==> src/common/alu_pkg.sv <==
package alu_pkg;

    // Datapath definitions shared by the ALU, register file and pipeline

    // Data width of the machine
    localparam int unsigned XLEN = 16;

    // Shift amount taken from the low bits of b
    localparam int unsigned SHAMT_W = $clog2(XLEN);

    // Register index carried by a result record
    // Three bits, so at most eight registers
    typedef logic [2:0] rd_idx_t;

    // Status flags
    // Bit order V N C Z, so Z lands in bit 0
    typedef struct packed {
        logic v;    // Two's complement overflow
        logic n;    // Result sign
        logic c;    // Carry out, or borrow on subtract
        logic z;    // Result is zero
    } flags_t;

    // Writeback record leaving the execute stage
    // Feeds the register file write port and the forwarding path
    typedef struct packed {
        rd_idx_t           rd;
        logic              we;      // Commit data to rd
        logic [XLEN-1:0]   data;
        flags_t            flags;   // Flags produced by this result
    } wb_t;

endpackage

==> src/common/isa_pkg.sv <==
package isa_pkg;

    // Opcodes, instruction word and issue record

    // Register index width, follows the result record
    localparam int unsigned REG_IDX_W = $bits(alu_pkg::rd_idx_t);

    // Opcodes, remaining codes decode as unknown
    typedef enum logic [3:0] {
        OP_ADD = 4'h0,  // a + b, carry flag ignored
        OP_ADC = 4'h1,  // a + b + C
        OP_SUB = 4'h2,  // a - b
        OP_CMP = 4'h3,  // a - b, flags only
        OP_SHL = 4'h4,  // a << b[3:0]
        OP_SHR = 4'h5,  // a >> b[3:0], logical
        OP_LDI = 4'h6   // pass b
    } opcode_e;

    // Instruction word as presented on the input
    typedef struct packed {
        opcode_e                   op;
        logic [REG_IDX_W-1:0]      rd;
        logic [REG_IDX_W-1:0]      rs1;
        logic [REG_IDX_W-1:0]      rs2;
        logic                      use_imm;    // b comes from imm, not rs2
        logic [alu_pkg::XLEN-1:0]  imm;
    } instr_t;

    // Issue record handed from operand fetch to execute
    // Operands already resolved, forwarding included
    typedef struct packed {
        opcode_e                   op;
        logic [REG_IDX_W-1:0]      rd;
        logic [alu_pkg::XLEN-1:0]  a;
        logic [alu_pkg::XLEN-1:0]  b;
        logic                      valid;
    } issue_t;

endpackage

==> src/reg_file.sv <==
module reg_file #(
    parameter int unsigned REG_COUNT = 8
) (
    input  logic                             clk_i,
    input  logic                             rst_i,
    input  alu_pkg::wb_t                     wb_i,
    input  logic [isa_pkg::REG_IDX_W-1:0]    raddr_a_i,
    input  logic [isa_pkg::REG_IDX_W-1:0]    raddr_b_i,
    output logic [alu_pkg::XLEN-1:0]         rdata_a_o,
    output logic [alu_pkg::XLEN-1:0]         rdata_b_o
);
    import alu_pkg::*;
    import isa_pkg::*;

    logic [XLEN-1:0]      regs_q [REG_COUNT];
    logic [REG_IDX_W-1:0] raddr [2];
    logic [XLEN-1:0]      rdata [2];
    logic                 wr_en;

    // Writes above REG_COUNT are dropped
    assign wr_en = wb_i.we && (wb_i.rd < REG_COUNT);

    always_ff @(posedge clk_i) begin
        if (rst_i) begin
            for (int i = 0; i < REG_COUNT; i++) begin
                regs_q[i] <= '0;
            end
        end else if (wr_en) begin
            regs_q[wb_i.rd] <= wb_i.data;
        end
    end

    // Both read ports share one path
    assign raddr[0] = raddr_a_i;
    assign raddr[1] = raddr_b_i;

    // Write before read: a port reading the register under write
    // sees the incoming data in the same cycle
    always_comb begin
        for (int p = 0; p < 2; p++) begin
            if (wr_en && (wb_i.rd == raddr[p])) begin
                rdata[p] = wb_i.data;
            end else if (raddr[p] < REG_COUNT) begin
                rdata[p] = regs_q[raddr[p]];
            end else begin
                // Unimplemented register reads as zero
                rdata[p] = '0;
            end
        end
    end

    assign rdata_a_o = rdata[0];
    assign rdata_b_o = rdata[1];

endmodule

==> src/operand_fetch.sv <==
module operand_fetch #(
    parameter int unsigned REG_COUNT = 8
) (
    input  logic                             clk_i,
    input  logic                             rst_i,
    input  logic                             instr_valid_i,
    input  isa_pkg::instr_t                  instr_i,
    output logic [isa_pkg::REG_IDX_W-1:0]    raddr_a_o,
    output logic [isa_pkg::REG_IDX_W-1:0]    raddr_b_o,
    input  logic [alu_pkg::XLEN-1:0]         rdata_a_i,
    input  logic [alu_pkg::XLEN-1:0]         rdata_b_i,
    input  alu_pkg::wb_t                     fwd_i,
    output isa_pkg::issue_t                  issue_o
);
    import alu_pkg::*;
    import isa_pkg::*;

    instr_t          instr_q;
    logic            valid_q;
    logic            fwd_a;
    logic            fwd_b;
    logic [XLEN-1:0] src_a;
    logic [XLEN-1:0] reg_b;
    logic [XLEN-1:0] src_b;

    // ------------------------------------------------------------------------
    // Capture
    // ------------------------------------------------------------------------

    // Accepted instruction held for one cycle
    always_ff @(posedge clk_i) begin
        if (rst_i) begin
            valid_q <= 1'b0;
        end else begin
            valid_q <= instr_valid_i;
        end
    end

    // Instruction fields, no reset
    always_ff @(posedge clk_i) begin
        if (instr_valid_i) begin
            instr_q <= instr_i;
        end
    end

    // ------------------------------------------------------------------------
    // Operand read and forwarding
    // ------------------------------------------------------------------------

    assign raddr_a_o = instr_q.rs1;
    assign raddr_b_o = instr_q.rs2;

    // Previous instruction sits in execute with its result registered
    // Its data has not reached the register file yet
    assign fwd_a = fwd_i.we && (fwd_i.rd == instr_q.rs1) && (instr_q.rs1 < REG_COUNT);
    assign fwd_b = fwd_i.we && (fwd_i.rd == instr_q.rs2) && (instr_q.rs2 < REG_COUNT);

    assign src_a = fwd_a ? fwd_i.data : rdata_a_i;
    assign reg_b = fwd_b ? fwd_i.data : rdata_b_i;

    // Immediate replaces rs2
    assign src_b = instr_q.use_imm ? instr_q.imm : reg_b;

    // Issue record toward execute
    assign issue_o = '{
        op:    instr_q.op,
        rd:    instr_q.rd,
        a:     src_a,
        b:     src_b,
        valid: valid_q
    };

endmodule

==> src/alu/alu_core.sv <==
module alu_core (
    input  logic                        carry_i,
    input  isa_pkg::opcode_e            op_i,
    input  logic [alu_pkg::XLEN-1:0]    a_i,
    input  logic [alu_pkg::XLEN-1:0]    b_i,
    output logic [alu_pkg::XLEN-1:0]    y_o,
    output alu_pkg::flags_t             flags_o
);
    import alu_pkg::*;
    import isa_pkg::*;

    logic [XLEN:0]   carry_ext;
    logic [XLEN:0]   sum;
    logic [XLEN:0]   diff;
    logic [XLEN-1:0] res;
    logic            c_flag;
    logic            v_flag;
    logic            a_sign;
    logic            b_sign;
    logic            r_sign;

    // ------------------------------------------------------------------------
    // Adder and subtractor
    // ------------------------------------------------------------------------

    // Carry in widened to the adder width
    assign carry_ext = {{XLEN{1'b0}}, carry_i};

    // Only ADC consumes the carry flag
    assign sum  = {1'b0, a_i} + {1'b0, b_i} + ((op_i == OP_ADC) ? carry_ext : '0);

    // Top bit of the difference is the borrow
    assign diff = {1'b0, a_i} - {1'b0, b_i};

    assign a_sign = a_i[XLEN-1];
    assign b_sign = b_i[XLEN-1];
    assign r_sign = res[XLEN-1];

    // ------------------------------------------------------------------------
    // Result and carry per opcode
    // ------------------------------------------------------------------------
    always_comb begin
        res    = '0;
        c_flag = 1'b0;
        v_flag = 1'b0;

        case (op_i)
            OP_ADD, OP_ADC: begin
                {c_flag, res} = sum;
                // Like signs in, other sign out
                v_flag = (a_sign == b_sign) && (r_sign != a_sign);
            end
            OP_SUB, OP_CMP: begin
                {c_flag, res} = diff;
                // Unlike signs in, sign of a lost
                v_flag = (a_sign != b_sign) && (r_sign != a_sign);
            end
            OP_SHL: begin
                res    = a_i << b_i[SHAMT_W-1:0];
                c_flag = a_i[XLEN-1];
            end
            OP_SHR: begin
                // Logical, zero fill from the top
                res    = a_i >> b_i[SHAMT_W-1:0];
                c_flag = a_i[0];
            end
            OP_LDI: begin
                res = b_i;
            end
            default: begin
                // Unknown opcode, zero result
                res = '0;
            end
        endcase
    end

    assign y_o = res;

    assign flags_o = '{
        v: v_flag,
        n: r_sign,
        c: c_flag,
        z: (res == '0)
    };

endmodule

==> src/alu/alu_stage.sv <==
module alu_stage (
    input  logic               clk_i,
    input  logic               rst_i,
    input  isa_pkg::issue_t    issue_i,
    output alu_pkg::wb_t       wb_o,
    output logic               wb_valid_o
);
    import alu_pkg::*;
    import isa_pkg::*;

    logic [XLEN-1:0] alu_y;
    flags_t          alu_flags;
    logic            carry_in;
    logic            op_writes;
    logic            op_known;

    // Registered result record
    logic            valid_q;
    logic            we_q;
    rd_idx_t         rd_q;
    logic [XLEN-1:0] data_q;
    flags_t          res_flags_q;

    // Flag register and pending flag update
    flags_t          flags_q;
    logic            flags_pend_q;

    // ------------------------------------------------------------------------
    // Execute
    // ------------------------------------------------------------------------

    // Record in flight is one cycle ahead of the flag register
    assign carry_in = flags_pend_q ? res_flags_q.c : flags_q.c;

    alu_core alu_core_i (
        .carry_i (carry_in),
        .op_i    (issue_i.op),
        .a_i     (issue_i.a),
        .b_i     (issue_i.b),
        .y_o     (alu_y),
        .flags_o (alu_flags)
    );

    // Opcode class
    always_comb begin
        case (issue_i.op)
            OP_ADD, OP_ADC, OP_SUB, OP_SHL, OP_SHR, OP_LDI: begin
                op_writes = 1'b1;
                op_known  = 1'b1;
            end
            OP_CMP: begin
                // Flags only
                op_writes = 1'b0;
                op_known  = 1'b1;
            end
            default: begin
                op_writes = 1'b0;
                op_known  = 1'b0;
            end
        endcase
    end

    // ------------------------------------------------------------------------
    // Result register and flag commit
    // ------------------------------------------------------------------------
    always_ff @(posedge clk_i) begin
        if (rst_i) begin
            valid_q      <= 1'b0;
            we_q         <= 1'b0;
            flags_pend_q <= 1'b0;
            flags_q      <= '0;
        end else begin
            valid_q      <= issue_i.valid;
            we_q         <= issue_i.valid && op_writes;
            flags_pend_q <= issue_i.valid && op_known;
            // Commit lands with the register write
            if (flags_pend_q) begin
                flags_q <= res_flags_q;
            end
        end
    end

    // Payload
    always_ff @(posedge clk_i) begin
        rd_q        <= issue_i.rd;
        data_q      <= alu_y;
        res_flags_q <= alu_flags;
    end

    assign wb_o = '{
        rd:    rd_q,
        we:    we_q,
        data:  data_q,
        flags: res_flags_q
    };

    assign wb_valid_o = valid_q;

endmodule

==> src/exec_pipe_top.sv <==
module exec_pipe_top #(
    parameter int unsigned REG_COUNT = 8
) (
    input  logic               clk_i,
    input  logic               rst_i,
    input  logic               instr_valid_i,
    input  isa_pkg::instr_t    instr_i,
    output logic               result_valid_o,
    output alu_pkg::wb_t       result_o
);
    import alu_pkg::*;
    import isa_pkg::*;

    issue_t               issue;
    wb_t                  wb;
    logic                 wb_valid;
    logic [REG_IDX_W-1:0] raddr_a;
    logic [REG_IDX_W-1:0] raddr_b;
    logic [XLEN-1:0]      rdata_a;
    logic [XLEN-1:0]      rdata_b;

    // Stage 1, operand fetch
    operand_fetch #(
        .REG_COUNT (REG_COUNT)
    ) operand_fetch_i (
        .clk_i         (clk_i),
        .rst_i         (rst_i),
        .instr_valid_i (instr_valid_i),
        .instr_i       (instr_i),
        .raddr_a_o     (raddr_a),
        .raddr_b_o     (raddr_b),
        .rdata_a_i     (rdata_a),
        .rdata_b_i     (rdata_b),
        .fwd_i         (wb),
        .issue_o       (issue)
    );

    // Stage 2, execute
    alu_stage alu_stage_i (
        .clk_i      (clk_i),
        .rst_i      (rst_i),
        .issue_i    (issue),
        .wb_o       (wb),
        .wb_valid_o (wb_valid)
    );

    // Writeback target
    reg_file #(
        .REG_COUNT (REG_COUNT)
    ) reg_file_i (
        .clk_i     (clk_i),
        .rst_i     (rst_i),
        .wb_i      (wb),
        .raddr_a_i (raddr_a),
        .raddr_b_i (raddr_b),
        .rdata_a_o (rdata_a),
        .rdata_b_o (rdata_b)
    );

    assign result_valid_o = wb_valid;
    assign result_o       = wb;

endmodule

==> config.mk <==
export PLATFORM = sky130hd
export DESIGN_NAME = exec_pipe_top
export DESIGN_NICKNAME = d
export VERILOG_FILES = /design/src/common/alu_pkg.sv /design/src/common/isa_pkg.sv /design/src/reg_file.sv /design/src/operand_fetch.sv /design/src/alu/alu_core.sv /design/src/alu/alu_stage.sv /design/src/exec_pipe_top.sv
export SDC_FILE = /design/constraint.sdc
export NUM_CORES = 1
export LEC_CHECK = 0
export BUFFER_PORTS_ARGS = -buffer_cell sky130_fd_sc_hd__clkbuf_2
export CELL_PAD_IN_SITES_DETAIL_PLACEMENT = 0
export CELL_PAD_IN_SITES_GLOBAL_PLACEMENT = 1
export CORE_MARGIN = 2
export CORE_UTILIZATION = 35
export DETAILED_ROUTE_END_ITERATION = 7
export PLACE_DENSITY = 0.71
export SYNTH_ARGS = -nofsm -noshare
export SYNTH_HDL_FRONTEND = slang
export SYNTH_HIERARCHICAL = 1
export SYNTH_SLANG_ARGS = --single-unit
==> constraint.sdc <==
create_clock -name clk_i -period 15.1 [get_ports clk_i]
set_input_delay 3.02 -clock clk_i [delete_from_list [all_inputs] [get_ports clk_i]]
set_output_delay 3.02 -clock clk_i [all_outputs]
set_load 0.005 [all_outputs]
==> run_results.csv <==
group,metric,value,unit
final_layout,area_growth,8.060,%
outcome,status,"complete, no violations",
die,core,38650,µm²
clock_network,clock_latency,450,ps
logic_synthesis,yosysTopAreaCellShare,0.3457,
worst_setup_path,startpoint_type,"flip-flop",
detailed_routing,wire_per_inst,24.78,µm
die,start_util,0.3551,
grt,grt_pass1_wl,60980,µm
clock_network,cts_tree,"yes",
worst_setup_path,critPathMaxFanout,35,
detailed_routing,final_antenna_net_count,0,
timing,hold_violations,0,
clock_network,clock_tree.root_cell,"clkbuf_16",
die,rows,72,
logic_synthesis,yosysUniqueCellTypes,95,
grt,track_usage,0.2012,
clock_network,cts.sinks,186,
clock_network,post-cts-setup-buffer-count,0,
final_layout,fin_nets,1194,
clock_network,cts.clk_slew.worst_paths,70,ps
clock_network,cts.htree.levels,4,
detailed_routing,first_iter_violations,953,
final_layout,antenna_cells,0,
logic_synthesis,synthesis.instances,1126,
clock_network,cts_buffer_depth,2,
die,die_w,202.0,µm
timing,fin_ws,8732,ps
detailed_routing,vias_per_cell,5.871,
logic_synthesis,synth_top_area_cell,"edfxtp_1",
worst_hold_path,hold_path_class,"flip-flop to flip-flop",
timing,slew_viol_final,0,
logic_synthesis,ys_warn_count,6,
final_layout,fill_cells,3718,
logic_synthesis,synthTopCellsByArea,"edfxtp_1, mux4_1, and2_1",
worst_setup_path,cp.required,15460,ps
final_layout,layout.cells.non_filler,1657,
logic_synthesis,synthesis.area,13720,µm²
grt,grt_max_degree,40,
timing,rsz0062_at_grt,"no",
logic_synthesis,async_flop_share,0,
detailed_routing,dr.pass1.iters,5,
timing,hold_ws,341.1,ps
job,maxCapViolCount,0,
timing,tightestPinTransition,1082,ps
grt,grt_antenna_before_repair,0,
worst_setup_path,cp-end-kind,"flip-flop",
placed_design,place_ws,8764,ps
grt,grt_pass1_vias,9507,
clock_network,cts_hold_buf,0,
die,die_height,202.0,µm
detailed_routing,wirelength,41070,µm
detailed_routing,drcViolationCount,0,
placed_design,portBuffers,57,
placed_design,gp_congestion,0.9023,
placed_design,dp_cells,1625,
logic_synthesis,synth_ff_type,"edfxtp_1",
timing,period_share,0.4217,
pwr,p_per_area,107.9,nW/µm²
logic_synthesis,synthesis.nets,1194,
final_layout,drive_gt1_frac,0.2327,
timing,fmaxAchievable,157.0,MHz
timing,clock_skew,22.34,ps
worst_setup_path,worstPathArrival,6730,ps
timing,setup_viol,0,
timing,fin_crit,6368,ps
worst_setup_path,worstSetupPathType,"flip-flop to flip-flop",
logic_synthesis,synth_edf_count,158,
clock_network,numCtsBuffers,17,
timing,tns,0,ps
die,io_pins,58,
final_layout,final_area,14830,µm²
logic_synthesis,ys_seq_elements,186,
pwr,ir_drop,106.7,µV
die,dieArea,40810,µm²
placed_design,place_area,14250,µm²
detailed_routing,route.vias.total,9728,
logic_synthesis,syn_avg_cell_area,12.19,µm²
clock_network,ctsResizeCount,0,
placed_design,hpwl,28280,µm
pwr,leakagePower,5.778,nW
grt,grt-ovfl-total,0,
logic_synthesis,ys_seq_area_frac,0.3866,
timing,slew-limit-headroom,0.2763,
worst paths after layout:
check,to,startpoint,depth (start not counted),slack (ps)
max,alu_stage_i/wb_o[0],operand_fetch_i/raddr_b_o[0],18,8730
min,alu_stage_i/rd_q[0],operand_fetch_i/issue_o[33],0,340
max reg2reg,alu_stage_i/wb_o[0],operand_fetch_i/raddr_b_o[0],18,8730
min reg2reg,alu_stage_i/rd_q[0],operand_fetch_i/issue_o[33],0,340
area by class of cell:
cell class                 instances  area (µm²)  area share
clock buffer                      17       425.4     0.02869
clock inverter                    15       147.6    0.009956
inverter                          34       127.6    0.008606
multi-input combinational        808        7725      0.5209
sequential                       186        5305      0.3577
tap                              518       648.1     0.04371
timing repair buffer              79       450.4     0.03037
layer usage:
metal,vias up,wire length [µm],track usage
met5,-,0,0
met1,4935,18170,0.2764
li1,4377,-,-
met2,371,19110,0.3190
met4,0,938,0.06145
met3,45,2845,0.04257
synthesized netlist by cell type (7+ instances only):
library cell,instances
edfxtp_1,158
and2_1,148
mux2_2,71
mux4_1,60
nor2_1,48
clkbuf_1,39
nand2_1,37
a21oi_1,35
inv_1,33
ha_1,32
dfxtp_1,28
nor2b_1,27
buf_4,26
mux2i_1,26
mux2_4,21
mux4_2,19
o21ai_0,18
o41ai_1,17
a41oi_1,16
buf_2,15
buf_6,15
nor3_1,15
or2_2,13
xnor2_1,13
nand3_1,12
a211oi_1,10
nand2b_1,10
o31ai_1,9
o211ai_1,7
o221ai_1,7
logic make-up after synthesis:
kind of cell             Yosys count  synth area share
flip-flops                       186            0.3866
buffers and inverters            132           0.05398
XOR/XNOR                          25           0.01924
AND/OR/NAND/NOR                  368            0.1585
adder cells (fa/ha/maj)           35           0.03355
AO/OA/AOI/OAI                    183            0.1019
multiplexers                     197            0.2463
layout by cell type (no fill, tap or decap), drive strengths merged, types with 28 or more instances in the layout:
| master | Yosys | routed |
|---|---|---|
| dfxtp | 28 | 28 |
| a21oi | 36 | 36 |
| edfxtp | 158 | 158 |
| clkbuf | 39 | 74 |
| and2 | 148 | 148 |
| mux4 | 79 | 79 |
| nor2 | 48 | 48 |
| nand2 | 37 | 37 |
| inv | 34 | 37 |
| ha | 32 | 32 |
| mux2 | 92 | 92 |
metrics by stage:
stage,total power (W),util
final,0.001600,0.3837
after global routing,0.001671,0.3837
after CTS,0.001604,0.3835
after detailed placement,0.001157,0.3687
after global placement,0.001156,0.3687
after floorplan,0.001001,-
worst max-delay path, cell delays in order (launching register included):
cell and delay (ps):
edfxtp_1 330, buf_4 520, xnor2_1 190, nand4_1 840, mux2_2 490, o41ai_1 100
a21oi_4 150, buf_4 390, inv_2 270, fa_1 500, fa_1 410, or2_2 310
a211oi_2 370, o221ai_1 260, a31oi_1 350, or4_1 160, nand3_1 90, nand4b_1 220
nor4_2 280
flip-flops by register name (all words and copies together), names as in the netlist:
| name | count |
|---|---|
| alu_stage_i/data_q | 16 |
| alu_stage_i/flags_pend_q | 1 |
| alu_stage_i/flags_q | 1 |
| alu_stage_i/rd_q | 3 |
| alu_stage_i/wb_o | 4 |
| alu_stage_i/wb_valid_o | 1 |
| alu_stage_i/we_q | 1 |
| operand_fetch_i/instr_q | 17 |
| operand_fetch_i/issue_o | 7 |
| operand_fetch_i/raddr_a_o | 3 |
| operand_fetch_i/raddr_b_o | 3 |
| operand_fetch_i/valid_q | 1 |
| reg_file_i/regs_q | 128 |
report_power, final:
group / total, W / internal [W] / switching [W]
Combinational: 0.000507 / 0.000212 / 0.000295
Sequential: 0.000646 / 0.000589 / 0.0000568
Clock: 0.000447 / 0.000243 / 0.000203
Total: 0.00160 / 0.00104 / 0.000556
Power figures use the tool's default switching activity.
